### src/hart_pkg.sv
package hart_pkg;

  localparam int XLEN = 32;

  typedef logic [XLEN-1:0] word_t;
  typedef logic [4:0]      reg_addr_t;

  // pass-b carries the u-immediate straight through for lui
  typedef enum logic [3:0] {
    ALU_ADD,
    ALU_SUB,
    ALU_AND,
    ALU_OR,
    ALU_XOR,
    ALU_SLL,
    ALU_SRL,
    ALU_SRA,
    ALU_SLT,
    ALU_SLTU,
    ALU_PASS_B
  } alu_op_e;

  typedef enum logic [1:0] {
    WB_NONE,
    WB_ALU,
    WB_LOAD
  } wb_src_e;

  typedef struct packed {
    word_t pc;
    word_t inst;
    logic  valid;
  } if_id_t;

  // rd is zero for every instruction that does not write a register
  typedef struct packed {
    word_t     pc;
    word_t     inst;
    logic      valid;
    reg_addr_t rs1;
    reg_addr_t rs2;
    word_t     rs1_val;
    word_t     rs2_val;
    word_t     imm;
    alu_op_e   alu_op;
    logic      use_imm;
    logic      is_branch;
    logic      mem_ren;
    logic      mem_wen;
    wb_src_e   wb_src;
    reg_addr_t rd;
  } id_ex_t;

  typedef struct packed {
    word_t     inst;
    word_t     pc;
    logic      valid;
    word_t     alu_result;
    word_t     store_data;
    logic      mem_ren;
    logic      mem_wen;
    wb_src_e   wb_src;
    reg_addr_t rd;
  } ex_mem_t;

  typedef struct packed {
    word_t     inst;
    word_t     pc;
    logic      valid;
    word_t     alu_result;
    word_t     load_data;
    wb_src_e   wb_src;
    reg_addr_t rd;
  } mem_wb_t;

endpackage

### src/rv_isa_pkg.sv
package rv_isa_pkg;

  // major opcodes of the RV32I subset this core executes
  typedef enum logic [6:0] {
    OPC_OP     = 7'b0110011,
    OPC_OP_IMM = 7'b0010011,
    OPC_LUI    = 7'b0110111,
    OPC_LOAD   = 7'b0000011,
    OPC_STORE  = 7'b0100011,
    OPC_BRANCH = 7'b1100011,
    OPC_SYSTEM = 7'b1110011
  } opcode_e;

  // funct3 of the register and immediate ALU forms
  localparam logic [2:0] F3_ADD_SUB = 3'b000;
  localparam logic [2:0] F3_SLL     = 3'b001;
  localparam logic [2:0] F3_SLT     = 3'b010;
  localparam logic [2:0] F3_SLTU    = 3'b011;
  localparam logic [2:0] F3_XOR     = 3'b100;
  localparam logic [2:0] F3_SRL_SRA = 3'b101;
  localparam logic [2:0] F3_OR      = 3'b110;
  localparam logic [2:0] F3_AND     = 3'b111;

  // funct3 of the conditional branches
  localparam logic [2:0] F3_BEQ  = 3'b000;
  localparam logic [2:0] F3_BNE  = 3'b001;
  localparam logic [2:0] F3_BLT  = 3'b100;
  localparam logic [2:0] F3_BGE  = 3'b101;
  localparam logic [2:0] F3_BLTU = 3'b110;
  localparam logic [2:0] F3_BGEU = 3'b111;

  // low bit of each instruction field
  localparam int RD_LSB     = 7;
  localparam int FUNCT3_LSB = 12;
  localparam int RS1_LSB    = 15;
  localparam int RS2_LSB    = 20;

  // instruction bit that turns add into sub and srl into sra
  localparam int FUNCT7_ALT = 30;

  localparam logic [31:0] EBREAK_INST = 32'h0010_0073;

  function automatic opcode_e opcode_of(logic [31:0] inst);
    return opcode_e'(inst[6:0]);
  endfunction

  // source addresses, forced to x0 for formats without that source so
  // that hazard and forwarding compares can never hit on them
  function automatic logic [4:0] src1_addr(logic [31:0] inst);
    if (opcode_of(inst) inside {OPC_OP, OPC_OP_IMM, OPC_LOAD, OPC_STORE, OPC_BRANCH}) begin
      return inst[RS1_LSB +: 5];
    end
    return 5'd0;
  endfunction

  function automatic logic [4:0] src2_addr(logic [31:0] inst);
    if (opcode_of(inst) inside {OPC_OP, OPC_STORE, OPC_BRANCH}) begin
      return inst[RS2_LSB +: 5];
    end
    return 5'd0;
  endfunction

endpackage
### src/pipe_ctrl_if.sv
`timescale 1ns/1ns

// stall, flush and redirect traffic shared by the pipeline stages
interface pipe_ctrl_if;
  import hart_pkg::*;

  logic  mem_busy;
  logic  redirect_valid;
  word_t redirect_pc;
  // front covers the pc and IF/ID, back covers ID/EX and EX/MEM
  logic  hold_front;
  logic  flush_front;
  logic  flush_decode;
  logic  hold_back;

  modport hazard (
    input  mem_busy,
    input  redirect_valid,
    output hold_front,
    output flush_front,
    output flush_decode,
    output hold_back
  );
  modport fetch (input redirect_valid, input redirect_pc, input hold_front);
  modport execute (input hold_back, output redirect_valid, output redirect_pc);
  modport memory (output mem_busy);
endinterface

### src/hart.sv
`timescale 1ns/1ns

module hart #(
  parameter hart_pkg::word_t RESET_ADDR = 32'h0000_0000
) (
  input  logic                i_clk,
  input  logic                i_rst,
  output hart_pkg::word_t     o_imem_raddr,
  input  hart_pkg::word_t     i_imem_rdata,
  input  logic                i_dmem_ready,
  input  logic                i_dmem_valid,
  input  hart_pkg::word_t     i_dmem_rdata,
  output hart_pkg::word_t     o_dmem_addr,
  output logic                o_dmem_ren,
  output logic                o_dmem_wen,
  output hart_pkg::word_t     o_dmem_wdata,
  output logic                o_retire_valid,
  output hart_pkg::word_t     o_retire_inst,
  output hart_pkg::word_t     o_retire_pc,
  output hart_pkg::reg_addr_t o_retire_rd_waddr,
  output hart_pkg::word_t     o_retire_rd_wdata,
  output logic                o_retire_halt
);
  import hart_pkg::*;

  if_id_t    if_d;
  if_id_t    if_q;
  id_ex_t    id_d;
  id_ex_t    id_q;
  ex_mem_t   ex_mem;
  mem_wb_t   mem_wb;
  logic      wb_wen;
  reg_addr_t wb_rd;
  word_t     wb_data;

  pipe_ctrl_if ctrl ();

  fetch_stage #(.RESET_ADDR(RESET_ADDR)) u_fetch (
    .i_clk        (i_clk),
    .i_rst        (i_rst),
    .ctrl         (ctrl.fetch),
    .i_imem_rdata (i_imem_rdata),
    .o_imem_raddr (o_imem_raddr),
    .o_if         (if_d)
  );

  pipe_reg #(.payload_t(if_id_t)) u_if_id (
    .i_clk   (i_clk),
    .i_rst   (i_rst),
    .i_hold  (ctrl.hold_front),
    .i_flush (ctrl.flush_front),
    .i_d     (if_d),
    .o_q     (if_q)
  );

  decode_stage u_decode (
    .i_clk     (i_clk),
    .i_rst     (i_rst),
    .i_if      (if_q),
    .i_wb_wen  (wb_wen),
    .i_wb_rd   (wb_rd),
    .i_wb_data (wb_data),
    .o_id      (id_d)
  );

  hazard_unit u_hazard (
    .i_if    (if_q),
    .i_id_ex (id_q),
    .ctrl    (ctrl.hazard)
  );

  pipe_reg #(.payload_t(id_ex_t)) u_id_ex (
    .i_clk   (i_clk),
    .i_rst   (i_rst),
    .i_hold  (ctrl.hold_back),
    .i_flush (ctrl.flush_decode),
    .i_d     (id_d),
    .o_q     (id_q)
  );

  execute_stage u_execute (
    .i_clk     (i_clk),
    .i_rst     (i_rst),
    .i_id_ex   (id_q),
    .i_wb_wen  (wb_wen),
    .i_wb_rd   (wb_rd),
    .i_wb_data (wb_data),
    .ctrl      (ctrl.execute),
    .o_ex_mem  (ex_mem)
  );

  mem_stage u_mem (
    .i_clk        (i_clk),
    .i_rst        (i_rst),
    .i_ex_mem     (ex_mem),
    .ctrl         (ctrl.memory),
    .i_dmem_ready (i_dmem_ready),
    .i_dmem_valid (i_dmem_valid),
    .i_dmem_rdata (i_dmem_rdata),
    .o_dmem_addr  (o_dmem_addr),
    .o_dmem_ren   (o_dmem_ren),
    .o_dmem_wen   (o_dmem_wen),
    .o_dmem_wdata (o_dmem_wdata),
    .o_mem_wb     (mem_wb)
  );

  writeback_stage u_writeback (
    .i_mem_wb          (mem_wb),
    .o_wb_wen          (wb_wen),
    .o_wb_rd           (wb_rd),
    .o_wb_data         (wb_data),
    .o_retire_valid    (o_retire_valid),
    .o_retire_inst     (o_retire_inst),
    .o_retire_pc       (o_retire_pc),
    .o_retire_rd_waddr (o_retire_rd_waddr),
    .o_retire_rd_wdata (o_retire_rd_wdata),
    .o_retire_halt     (o_retire_halt)
  );

endmodule

### src/writeback_stage.sv
`timescale 1ns/1ns

module writeback_stage (
  input  hart_pkg::mem_wb_t   i_mem_wb,
  output logic                o_wb_wen,
  output hart_pkg::reg_addr_t o_wb_rd,
  output hart_pkg::word_t     o_wb_data,
  output logic                o_retire_valid,
  output hart_pkg::word_t     o_retire_inst,
  output hart_pkg::word_t     o_retire_pc,
  output hart_pkg::reg_addr_t o_retire_rd_waddr,
  output hart_pkg::word_t     o_retire_rd_wdata,
  output logic                o_retire_halt
);
  import hart_pkg::*;
  import rv_isa_pkg::*;

  word_t wb_data;

  assign wb_data = (i_mem_wb.wb_src == WB_LOAD) ? i_mem_wb.load_data : i_mem_wb.alu_result;

  // rd arrives already zeroed for stores, branches and ebreak
  assign o_wb_wen  = i_mem_wb.valid && i_mem_wb.rd != '0;
  assign o_wb_rd   = i_mem_wb.rd;
  assign o_wb_data = wb_data;

  // every valid MEM/WB entry retires exactly once, bubbles never do
  assign o_retire_valid    = i_mem_wb.valid;
  assign o_retire_inst     = i_mem_wb.inst;
  assign o_retire_pc       = i_mem_wb.pc;
  assign o_retire_rd_waddr = i_mem_wb.rd;
  assign o_retire_rd_wdata = wb_data;
  assign o_retire_halt     = i_mem_wb.valid && i_mem_wb.inst == EBREAK_INST;

endmodule

### src/mem_stage.sv
`timescale 1ns/1ns

module mem_stage (
  input  logic              i_clk,
  input  logic              i_rst,
  input  hart_pkg::ex_mem_t i_ex_mem,
  pipe_ctrl_if.memory       ctrl,
  input  logic              i_dmem_ready,
  input  logic              i_dmem_valid,
  input  hart_pkg::word_t   i_dmem_rdata,
  output hart_pkg::word_t   o_dmem_addr,
  output logic              o_dmem_ren,
  output logic              o_dmem_wen,
  output hart_pkg::word_t   o_dmem_wdata,
  output hart_pkg::mem_wb_t o_mem_wb
);
  import hart_pkg::*;

  logic    accepted_q;
  logic    req;
  logic    done;
  logic    busy;
  mem_wb_t wb_next;

  // once a load is accepted ren drops, otherwise memory would see a second read
  assign o_dmem_ren   = i_ex_mem.valid && i_ex_mem.mem_ren && !accepted_q;
  assign o_dmem_wen   = i_ex_mem.valid && i_ex_mem.mem_wen;
  assign o_dmem_addr  = i_ex_mem.alu_result;
  assign o_dmem_wdata = i_ex_mem.store_data;
  assign req          = o_dmem_ren || o_dmem_wen;

  // a store is finished at acceptance, a load when its data turns valid
  assign done = o_dmem_wen ? i_dmem_ready :
                i_ex_mem.valid && i_ex_mem.mem_ren && (accepted_q || i_dmem_ready) &&
                i_dmem_valid;
  assign busy = i_ex_mem.valid && (i_ex_mem.mem_ren || i_ex_mem.mem_wen) && !done;
  assign ctrl.mem_busy = busy;

  always_ff @(posedge i_clk) begin
    if (i_rst || done) begin
      accepted_q <= 1'b0;
    end else if (req && i_dmem_ready) begin
      accepted_q <= 1'b1;
    end
  end

  always_comb begin
    wb_next.inst       = i_ex_mem.inst;
    wb_next.pc         = i_ex_mem.pc;
    wb_next.valid      = i_ex_mem.valid;
    wb_next.alu_result = i_ex_mem.alu_result;
    wb_next.load_data  = i_dmem_rdata;
    wb_next.wb_src     = i_ex_mem.wb_src;
    wb_next.rd         = i_ex_mem.rd;
  end

  // the instruction stays in EX/MEM while busy, so MEM/WB takes a bubble instead
  pipe_reg #(.payload_t(mem_wb_t)) u_mem_wb (
    .i_clk   (i_clk),
    .i_rst   (i_rst),
    .i_hold  (1'b0),
    .i_flush (busy),
    .i_d     (wb_next),
    .o_q     (o_mem_wb)
  );

  // the stall of the upstream stages must keep an open request steady
  a_req_stable: assert property (@(posedge i_clk) disable iff (i_rst)
    (req && !i_dmem_ready) |=> ($stable(o_dmem_addr) && $stable(o_dmem_ren) &&
                                $stable(o_dmem_wen) && $stable(o_dmem_wdata)));

  a_ren_wen_excl: assert property (@(posedge i_clk) disable iff (i_rst)
    !(o_dmem_ren && o_dmem_wen));

endmodule

### src/execute_stage.sv
`timescale 1ns/1ns

module execute_stage (
  input  logic                i_clk,
  input  logic                i_rst,
  input  hart_pkg::id_ex_t    i_id_ex,
  input  logic                i_wb_wen,
  input  hart_pkg::reg_addr_t i_wb_rd,
  input  hart_pkg::word_t     i_wb_data,
  pipe_ctrl_if.execute        ctrl,
  output hart_pkg::ex_mem_t   o_ex_mem
);
  import hart_pkg::*;
  import rv_isa_pkg::*;

  word_t   fwd_a;
  word_t   fwd_b;
  word_t   held_a;
  word_t   held_b;
  logic    stalled_q;
  word_t   op_a;
  word_t   op_b;
  word_t   alu_b;
  word_t   alu_y;
  logic    cond;
  ex_mem_t ex_next;

  // EX/MEM is the younger producer, so its match is applied last and wins
  function automatic word_t forward(reg_addr_t rs, word_t reg_val, ex_mem_t mem_q,
                                    logic wb_wen, reg_addr_t wb_rd, word_t wb_data);
    word_t val;
    val = reg_val;
    if (wb_wen && wb_rd != '0 && wb_rd == rs) begin
      val = wb_data;
    end
    if (mem_q.valid && mem_q.wb_src == WB_ALU && mem_q.rd != '0 && mem_q.rd == rs) begin
      val = mem_q.alu_result;
    end
    return val;
  endfunction

  assign fwd_a = forward(i_id_ex.rs1, i_id_ex.rs1_val, o_ex_mem, i_wb_wen, i_wb_rd, i_wb_data);
  assign fwd_b = forward(i_id_ex.rs2, i_id_ex.rs2_val, o_ex_mem, i_wb_wen, i_wb_rd, i_wb_data);

  // during a memory stall writeback sees bubbles after the first cycle, so the
  // operands forwarded in that first cycle are kept until the stall ends
  always_ff @(posedge i_clk) begin
    if (i_rst) begin
      stalled_q <= 1'b0;
    end else begin
      stalled_q <= ctrl.hold_back;
    end
  end

  always_ff @(posedge i_clk) begin
    held_a <= op_a;
    held_b <= op_b;
  end

  assign op_a  = stalled_q ? held_a : fwd_a;
  assign op_b  = stalled_q ? held_b : fwd_b;
  assign alu_b = i_id_ex.use_imm ? i_id_ex.imm : op_b;

  always_comb begin
    case (i_id_ex.alu_op)
      ALU_ADD:    alu_y = op_a + alu_b;
      ALU_SUB:    alu_y = op_a - alu_b;
      ALU_AND:    alu_y = op_a & alu_b;
      ALU_OR:     alu_y = op_a | alu_b;
      ALU_XOR:    alu_y = op_a ^ alu_b;
      ALU_SLL:    alu_y = op_a << alu_b[4:0];
      ALU_SRL:    alu_y = op_a >> alu_b[4:0];
      ALU_SRA:    alu_y = word_t'($signed(op_a) >>> alu_b[4:0]);
      ALU_SLT:    alu_y = {{(XLEN-1){1'b0}}, $signed(op_a) < $signed(alu_b)};
      ALU_SLTU:   alu_y = {{(XLEN-1){1'b0}}, op_a < alu_b};
      ALU_PASS_B: alu_y = alu_b;
      default:    alu_y = op_a + alu_b;
    endcase
  end

  // branches compare the two register operands, never the immediate
  always_comb begin
    case (i_id_ex.inst[FUNCT3_LSB +: 3])
      F3_BEQ:  cond = op_a == op_b;
      F3_BNE:  cond = op_a != op_b;
      F3_BLT:  cond = $signed(op_a) < $signed(op_b);
      F3_BGE:  cond = $signed(op_a) >= $signed(op_b);
      F3_BLTU: cond = op_a < op_b;
      F3_BGEU: cond = op_a >= op_b;
      default: cond = 1'b0;
    endcase
  end

  // a held branch waits, or the flush would drop it from ID/EX before EX/MEM loads
  assign ctrl.redirect_valid = i_id_ex.valid && i_id_ex.is_branch && cond && !ctrl.hold_back;
  assign ctrl.redirect_pc    = i_id_ex.pc + i_id_ex.imm;

  always_comb begin
    ex_next.inst       = i_id_ex.inst;
    ex_next.pc         = i_id_ex.pc;
    ex_next.valid      = i_id_ex.valid;
    ex_next.alu_result = alu_y;
    ex_next.store_data = op_b;
    ex_next.mem_ren    = i_id_ex.mem_ren;
    ex_next.mem_wen    = i_id_ex.mem_wen;
    ex_next.wb_src     = i_id_ex.wb_src;
    ex_next.rd         = i_id_ex.rd;
  end

  pipe_reg #(.payload_t(ex_mem_t)) u_ex_mem (
    .i_clk   (i_clk),
    .i_rst   (i_rst),
    .i_hold  (ctrl.hold_back),
    .i_flush (1'b0),
    .i_d     (ex_next),
    .o_q     (o_ex_mem)
  );

endmodule

### src/hazard_unit.sv
`timescale 1ns/1ns

module hazard_unit (
  input  hart_pkg::if_id_t i_if,
  input  hart_pkg::id_ex_t i_id_ex,
  pipe_ctrl_if.hazard      ctrl
);
  import hart_pkg::*;
  import rv_isa_pkg::*;

  reg_addr_t use1;
  reg_addr_t use2;
  logic      load_use;

  assign use1 = src1_addr(i_if.inst);
  assign use2 = src2_addr(i_if.inst);

  // the load result only exists after memory, one cycle too late for execute
  assign load_use = i_if.valid && i_id_ex.valid && i_id_ex.mem_ren && i_id_ex.rd != '0 &&
                    (i_id_ex.rd == use1 || i_id_ex.rd == use2);

  assign ctrl.hold_front  = load_use || ctrl.mem_busy;
  assign ctrl.flush_front = ctrl.redirect_valid;
  // while memory is busy ID/EX is held, and the load-use bubble must not erase it
  assign ctrl.flush_decode = ctrl.redirect_valid || (load_use && !ctrl.mem_busy);
  assign ctrl.hold_back    = ctrl.mem_busy;

endmodule

### src/decode_stage.sv
`timescale 1ns/1ns

module decode_stage (
  input  logic                i_clk,
  input  logic                i_rst,
  input  hart_pkg::if_id_t    i_if,
  input  logic                i_wb_wen,
  input  hart_pkg::reg_addr_t i_wb_rd,
  input  hart_pkg::word_t     i_wb_data,
  output hart_pkg::id_ex_t    o_id
);
  import hart_pkg::*;
  import rv_isa_pkg::*;

  // x0 has no storage
  word_t     regs [1:31];
  word_t     inst;
  reg_addr_t rs1;
  reg_addr_t rs2;
  word_t     rs1_val;
  word_t     rs2_val;
  word_t     imm_i;
  word_t     imm_s;
  word_t     imm_b;
  word_t     imm_u;
  logic [2:0] f3;

  function automatic alu_op_e alu_decode(logic [2:0] funct3, logic alt);
    case (funct3)
      F3_ADD_SUB: return alt ? ALU_SUB : ALU_ADD;
      F3_SLL:     return ALU_SLL;
      F3_SLT:     return ALU_SLT;
      F3_SLTU:    return ALU_SLTU;
      F3_XOR:     return ALU_XOR;
      F3_SRL_SRA: return alt ? ALU_SRA : ALU_SRL;
      F3_OR:      return ALU_OR;
      default:    return ALU_AND;
    endcase
  endfunction

  assign inst = i_if.inst;
  assign f3   = inst[FUNCT3_LSB +: 3];
  assign rs1  = src1_addr(inst);
  assign rs2  = src2_addr(inst);

  assign imm_i = {{20{inst[31]}}, inst[31:20]};
  assign imm_s = {{20{inst[31]}}, inst[31:25], inst[11:7]};
  assign imm_b = {{19{inst[31]}}, inst[31], inst[7], inst[30:25], inst[11:8], 1'b0};
  assign imm_u = {inst[31:12], 12'd0};

  // writeback in the same cycle passes through, so decode never reads a stale value
  assign rs1_val = (rs1 == '0) ? '0 : (i_wb_wen && i_wb_rd == rs1) ? i_wb_data : regs[rs1];
  assign rs2_val = (rs2 == '0) ? '0 : (i_wb_wen && i_wb_rd == rs2) ? i_wb_data : regs[rs2];

  always_ff @(posedge i_clk) begin
    if (!i_rst && i_wb_wen && i_wb_rd != '0) begin
      regs[i_wb_rd] <= i_wb_data;
    end
  end

  always_comb begin
    o_id         = '0;
    o_id.pc      = i_if.pc;
    o_id.inst    = inst;
    o_id.valid   = i_if.valid;
    o_id.rs1     = rs1;
    o_id.rs2     = rs2;
    o_id.rs1_val = rs1_val;
    o_id.rs2_val = rs2_val;
    o_id.alu_op  = ALU_ADD;
    o_id.wb_src  = WB_NONE;
    case (opcode_of(inst))
      OPC_OP: begin
        o_id.alu_op = alu_decode(f3, inst[FUNCT7_ALT]);
        o_id.wb_src = WB_ALU;
      end
      OPC_OP_IMM: begin
        // only srai uses the alternate bit, in addi it is part of the immediate
        o_id.alu_op  = alu_decode(f3, f3 == F3_SRL_SRA && inst[FUNCT7_ALT]);
        o_id.use_imm = 1'b1;
        o_id.imm     = imm_i;
        o_id.wb_src  = WB_ALU;
      end
      OPC_LUI: begin
        o_id.alu_op  = ALU_PASS_B;
        o_id.use_imm = 1'b1;
        o_id.imm     = imm_u;
        o_id.wb_src  = WB_ALU;
      end
      OPC_LOAD: begin
        o_id.use_imm = 1'b1;
        o_id.imm     = imm_i;
        o_id.mem_ren = 1'b1;
        o_id.wb_src  = WB_LOAD;
      end
      OPC_STORE: begin
        o_id.use_imm = 1'b1;
        o_id.imm     = imm_s;
        o_id.mem_wen = 1'b1;
      end
      OPC_BRANCH: begin
        o_id.is_branch = 1'b1;
        o_id.imm       = imm_b;
      end
      // ebreak has no effect in the pipe and is only recognized at retire
      default: o_id.wb_src = WB_NONE;
    endcase
    o_id.rd = (o_id.wb_src != WB_NONE) ? inst[RD_LSB +: 5] : '0;
  end

endmodule

### src/fetch_stage.sv
`timescale 1ns/1ns

module fetch_stage #(
  parameter hart_pkg::word_t RESET_ADDR = 32'h0000_0000
) (
  input  logic             i_clk,
  input  logic             i_rst,
  pipe_ctrl_if.fetch       ctrl,
  input  hart_pkg::word_t  i_imem_rdata,
  output hart_pkg::word_t  o_imem_raddr,
  output hart_pkg::if_id_t o_if
);
  import hart_pkg::*;

  word_t pc_q;

  // a taken branch overrides a stall, since the stalled fetch is discarded anyway
  always_ff @(posedge i_clk) begin
    if (i_rst) begin
      pc_q <= RESET_ADDR;
    end else if (ctrl.redirect_valid) begin
      pc_q <= ctrl.redirect_pc;
    end else if (!ctrl.hold_front) begin
      pc_q <= pc_q + 32'd4;
    end
  end

  // instruction memory answers in the same cycle, so the word pairs with pc_q
  assign o_imem_raddr = pc_q;

  always_comb begin
    o_if.pc    = pc_q;
    o_if.inst  = i_imem_rdata;
    o_if.valid = 1'b1;
  end

endmodule

### src/pipe_reg.sv
`timescale 1ns/1ns

module pipe_reg #(
  parameter type payload_t = hart_pkg::if_id_t
) (
  input  logic     i_clk,
  input  logic     i_rst,
  input  logic     i_hold,
  input  logic     i_flush,
  input  payload_t i_d,
  output payload_t o_q
);

  // flush wins over hold, so a stalled stage can still be turned into a bubble
  always_ff @(posedge i_clk) begin
    if (i_rst || i_flush) begin
      o_q <= '0;
    end else if (!i_hold) begin
      o_q <= i_d;
    end
  end

  // a flushed instruction must never reach the next stage, whatever the hold state
  a_flush_kills: assert property (@(posedge i_clk) disable iff (i_rst)
    i_flush |=> !o_q.valid);

endmodule

### config.mk
export PLATFORM = sky130hd
export DESIGN_NAME = hart
export DESIGN_NICKNAME = d
export VERILOG_FILES = /design/src/hart_pkg.sv /design/src/rv_isa_pkg.sv /design/src/pipe_ctrl_if.sv /design/src/hart.sv /design/src/writeback_stage.sv /design/src/mem_stage.sv /design/src/execute_stage.sv /design/src/hazard_unit.sv /design/src/decode_stage.sv /design/src/fetch_stage.sv /design/src/pipe_reg.sv
export SDC_FILE = /design/constraint.sdc
export NUM_CORES = 2
export LEC_CHECK = 0
export ABC_AREA = 1
export BUFFER_PORTS_ARGS = -buffer_cell sky130_fd_sc_hd__buf_4
export CAP_MARGIN = 20
export CORE_ASPECT_RATIO = 0.9
export CORE_MARGIN = 1.5
export CORE_UTILIZATION = 30
export DETAILED_ROUTE_END_ITERATION = 10
export PLACE_DENSITY = 0.51
export SLEW_MARGIN = 30
export SYNTH_ARGS = -nofsm -noshare
export SYNTH_HDL_FRONTEND = slang
export SYNTH_SLANG_ARGS = --single-unit
### constraint.sdc
create_clock -name i_clk -period 4.2 [get_ports i_clk]
set_input_delay 0.21 -clock i_clk [delete_from_list [all_inputs] [get_ports i_clk]]
set_output_delay 0.21 -clock i_clk [all_outputs]
set_load 0.02 [all_outputs]
==> flow_summary.json <==
{
  "status": "finished, violations left",
  "violations": "setup timing",
  "clock-skew-final_ps": 95.5,
  "hp-class": "in -> reg",
  "drtPass1Iterations": 7,
  "drtAntennaViolNets": 0,
  "cp.required_ps": 4980,
  "synth_top_family_by_area": "simple AND/OR/NAND/NOR gates",
  "slew_headroom": 0.318,
  "rsz0062_at_grt": "true",
  "die_width_um": 567,
  "cts-root-buf": "clkbuf_16",
  "h-tree-depth": 4,
  "area_growth_pct": 28.2,
  "busiest_layer": "met2",
  "avgRoutedWirePerCell_um": 26.7,
  "grt_use_met1": 0.379,
  "synth.net_count": 10800,
  "dieArea_um2": 290000,
  "route.detailed.drc": 0,
  "critPathKind": "reg -> reg",
  "rows": 186,
  "yosys.area_share.adder": 0.0241,
  "yosysWarnings": 0,
  "met3_usage": 0.0506,
  "clock.fmax_ghz": 0.225,
  "irDropWorstVdd_mv": 0.331,
  "antenna_found_initial": 17,
  "setup_viol": 263,
  "io-pin-count": 269,
  "synth_cells": 10600,
  "end_kind": "register",
  "fin_nets": 11700,
  "ctsLongestPathBuffers": 4,
  "synth_xor_area_frac": 0.00989,
  "grt_overflow": 0,
  "vias": 84400,
  "synth-compound-area-share": 0.163,
  "cp.arrival_ps": 5230,
  "seq_area_um2": 42300,
  "async_flop_share": 0,
  "grt_pass1_wl_mm": 574,
  "routed_wl_mm": 409,
  "final.period_utilization": 1.06,
  "initial_core_util": 0.301,
  "vias_per_cell": 5.50,
  "crit_fanout": 6,
  "cpMostUsedCell": "buf_6",
  "cts_tree": "built",
  "drt_iter0_markers": 10700,
  "multiInputGateArea_um2": 39900,
  "ys_ff_latch": 1615,
  "dieHeight_um": 511,
  "cts-buffers-inserted": 187,
  "synthSimpleGateAreaFrac": 0.224,
  "cp-start-kind": "register",
  "powerDensity_nw_per_um2": 318,
  "synth_cell_types": 68,
  "grt_util_met2": 0.406,
  "place_inst": 14800,
  "hpwl_mm": 272,
  "layoutNonFillerInstCount": 15300,
  "slew_viol_final": 0,
  "grt_max_degree": 111,
  "syn_area_per_cell_um2": 8.13,
  "fillers": 28600,
  "cts.sinks": 1615,
  "io_buffers": 268,
  "seq_area_frac_synth": 0.492,
  "grt_pass1_vias": 80100,
  "gp_congestion": 0.977,
  "syn_area_um2": 85900,
  "grt_use_total": 0.269,
  "coreArea_um2": 285000,
  "worst_pin_slew_ps": 1020,
  "fin_setup_tns_ps": -23320,
  "synthMuxAreaShare": 0,
  "insertion_delay_ps": 890,
  "max_stage_delay_ps": 370,
  "drive_above_1_share": 0.220,
  "slowest_stage": "dfxtp_4",
  "hold_viol": 0,
  "p_leak_uw": 0.0441,
  "maxCapViolCount": 0,
  "period_needed_ps": 4450,
  "ys.flop_type": "edfxtp_1",
  "clkTransAtPathRegs_ps": 70,
  "synth_edf_count": 992,
  "fin_ws_ps": -251
}
-- synth_stat cells (all sizes together), types with 38 or more instances --
library cell,instances,area [um^2]
nand2,2557,9630
nand3,1190,5970
edfxtp,992,29800
a21oi,866,4350
inv,856,3220
o21ai,776,3910
nor2,717,2760
dfxtp,623,12500
buf,518,3010
clkbuf,328,1230
o211ai,266,2020
ha,161,2010
a22oi,90,676
o22ai,86,538
xor2,80,701
a32o,66,661
a221oi,45,394
o221ai,42,368
nor3,41,228
or2,38,238
-- metal layers --
| metal | vias to the layer above | routed length, um |
|---|---|---|
| li1 | 37800 | - |
| met4 | 10 | 17500 |
| met3 | 795 | 39500 |
| met1 | 41300 | 177000 |
| met2 | 4516 | 175000 |
| met5 | - | 81 |
-- final timing paths --
| path | from | to | slack, ps | cells after the start |
|---|---|---|---|---|
| min reg2reg | u_execute.u_ex_mem.o_q[117] | u_mem.u_mem_wb.o_q[115] | 440 | 2 |
| max reg2reg | u_execute.u_ex_mem.o_q[4] | u_fetch.o_imem_raddr[20] | -250 | 32 |
| max | u_execute.u_ex_mem.o_q[4] | u_fetch.o_imem_raddr[20] | -250 | 32 |
| min | i_dmem_rdata[4] | u_mem.u_mem_wb.o_q[11] | 100 | 4 |
-- timing repair --
| item | 4_1_cts | 5_1_grt |
|---|---|---|
| setup endpoints to repair | 308 | 316 |
| gates resized for setup | 329 | 735 |
| setup buffers | 64 | 74 |
| hold endpoints to repair | 75 | 0 |
| hold buffers | 68 | 0 |
| pin swaps | 60 | 255 |
| cloned | 5 | 15 |
-- report_power, final --
| group | internal [uW] | switching, uW | leakage [uW] | total (uW) |
|---|---|---|---|---|
| registers | 16700 | 93.7 | 0.0143 | 16800 |
| logic | 720 | 1090 | 0.0269 | 1810 |
| clock network | 9360 | 7020 | 0.00290 | 16400 |
-- cells in the final DEF, fill, tap and decap left out, drive strengths merged, types with 161 or more instances in the layout --
cell type	synthesis	layout
dfxtp	623	623
o21ai	776	776
o211ai	266	266
nand2	2557	2558
nor2	717	717
ha	161	161
clkbuf	328	250
edfxtp	992	992
nand3	1190	1190
a21oi	866	866
buf	518	1443
inv	856	861
-- cell type report --
class                           instances  area share
Antenna cell                            5    0.000114
Clock buffer                          238      0.0459
Clock inverter                         92     0.00802
Inverter                              864      0.0305
Multi-Input combinational cell       7238       0.363
Sequential cell                      1615       0.384
Tap cell                             3760      0.0427
Timing Repair Buffer                 1523       0.126
-- critical path: cells and delay by family (launching register included) --
family / cells / cell delay (ps)
xor+xnor: 1 / 160
flops: 1 / 370
simple gates: 12 / 1420
compound gates: 7 / 690
fa+ha+maj: 1 / 270
buf+inv: 11 / 1440
-- stage by stage --
stage	setup WS, ps	utilization	area, um^2	power, uW	hold WS (ps)
final	-251	0.386	110000	35000	104
after global routing	-382	0.386	110000	35900	99.7
after floorplan	-14.2	-	85900	17800	322
after global placement	-856	0.344	98100	18600	426
after detailed placement	-920	0.344	98100	18600	427
after CTS	-258	0.373	106000	35000	54.0
-- registers in the layout, summed over array words and instances, names as in the netlist --
signal                  cells
u_mem.accepted_q            1
u_execute.stalled_q         1
u_execute.u_ex_mem.o_q    138
u_decode.regs             992
u_fetch.o_imem_raddr       32
u_if_id.o_q                65
u_execute.held_a           32
u_execute.held_b           32
u_id_ex.o_q               186
u_mem.u_mem_wb.o_q        136
-- cells by family after synthesis --
family / after synthesis
xor+xnor: 97
simple gates: 4610
flops: 1615
compound gates: 2366
buf+inv: 1710
fa+ha+maj: 164
Power figures use the tool's default switching activity.
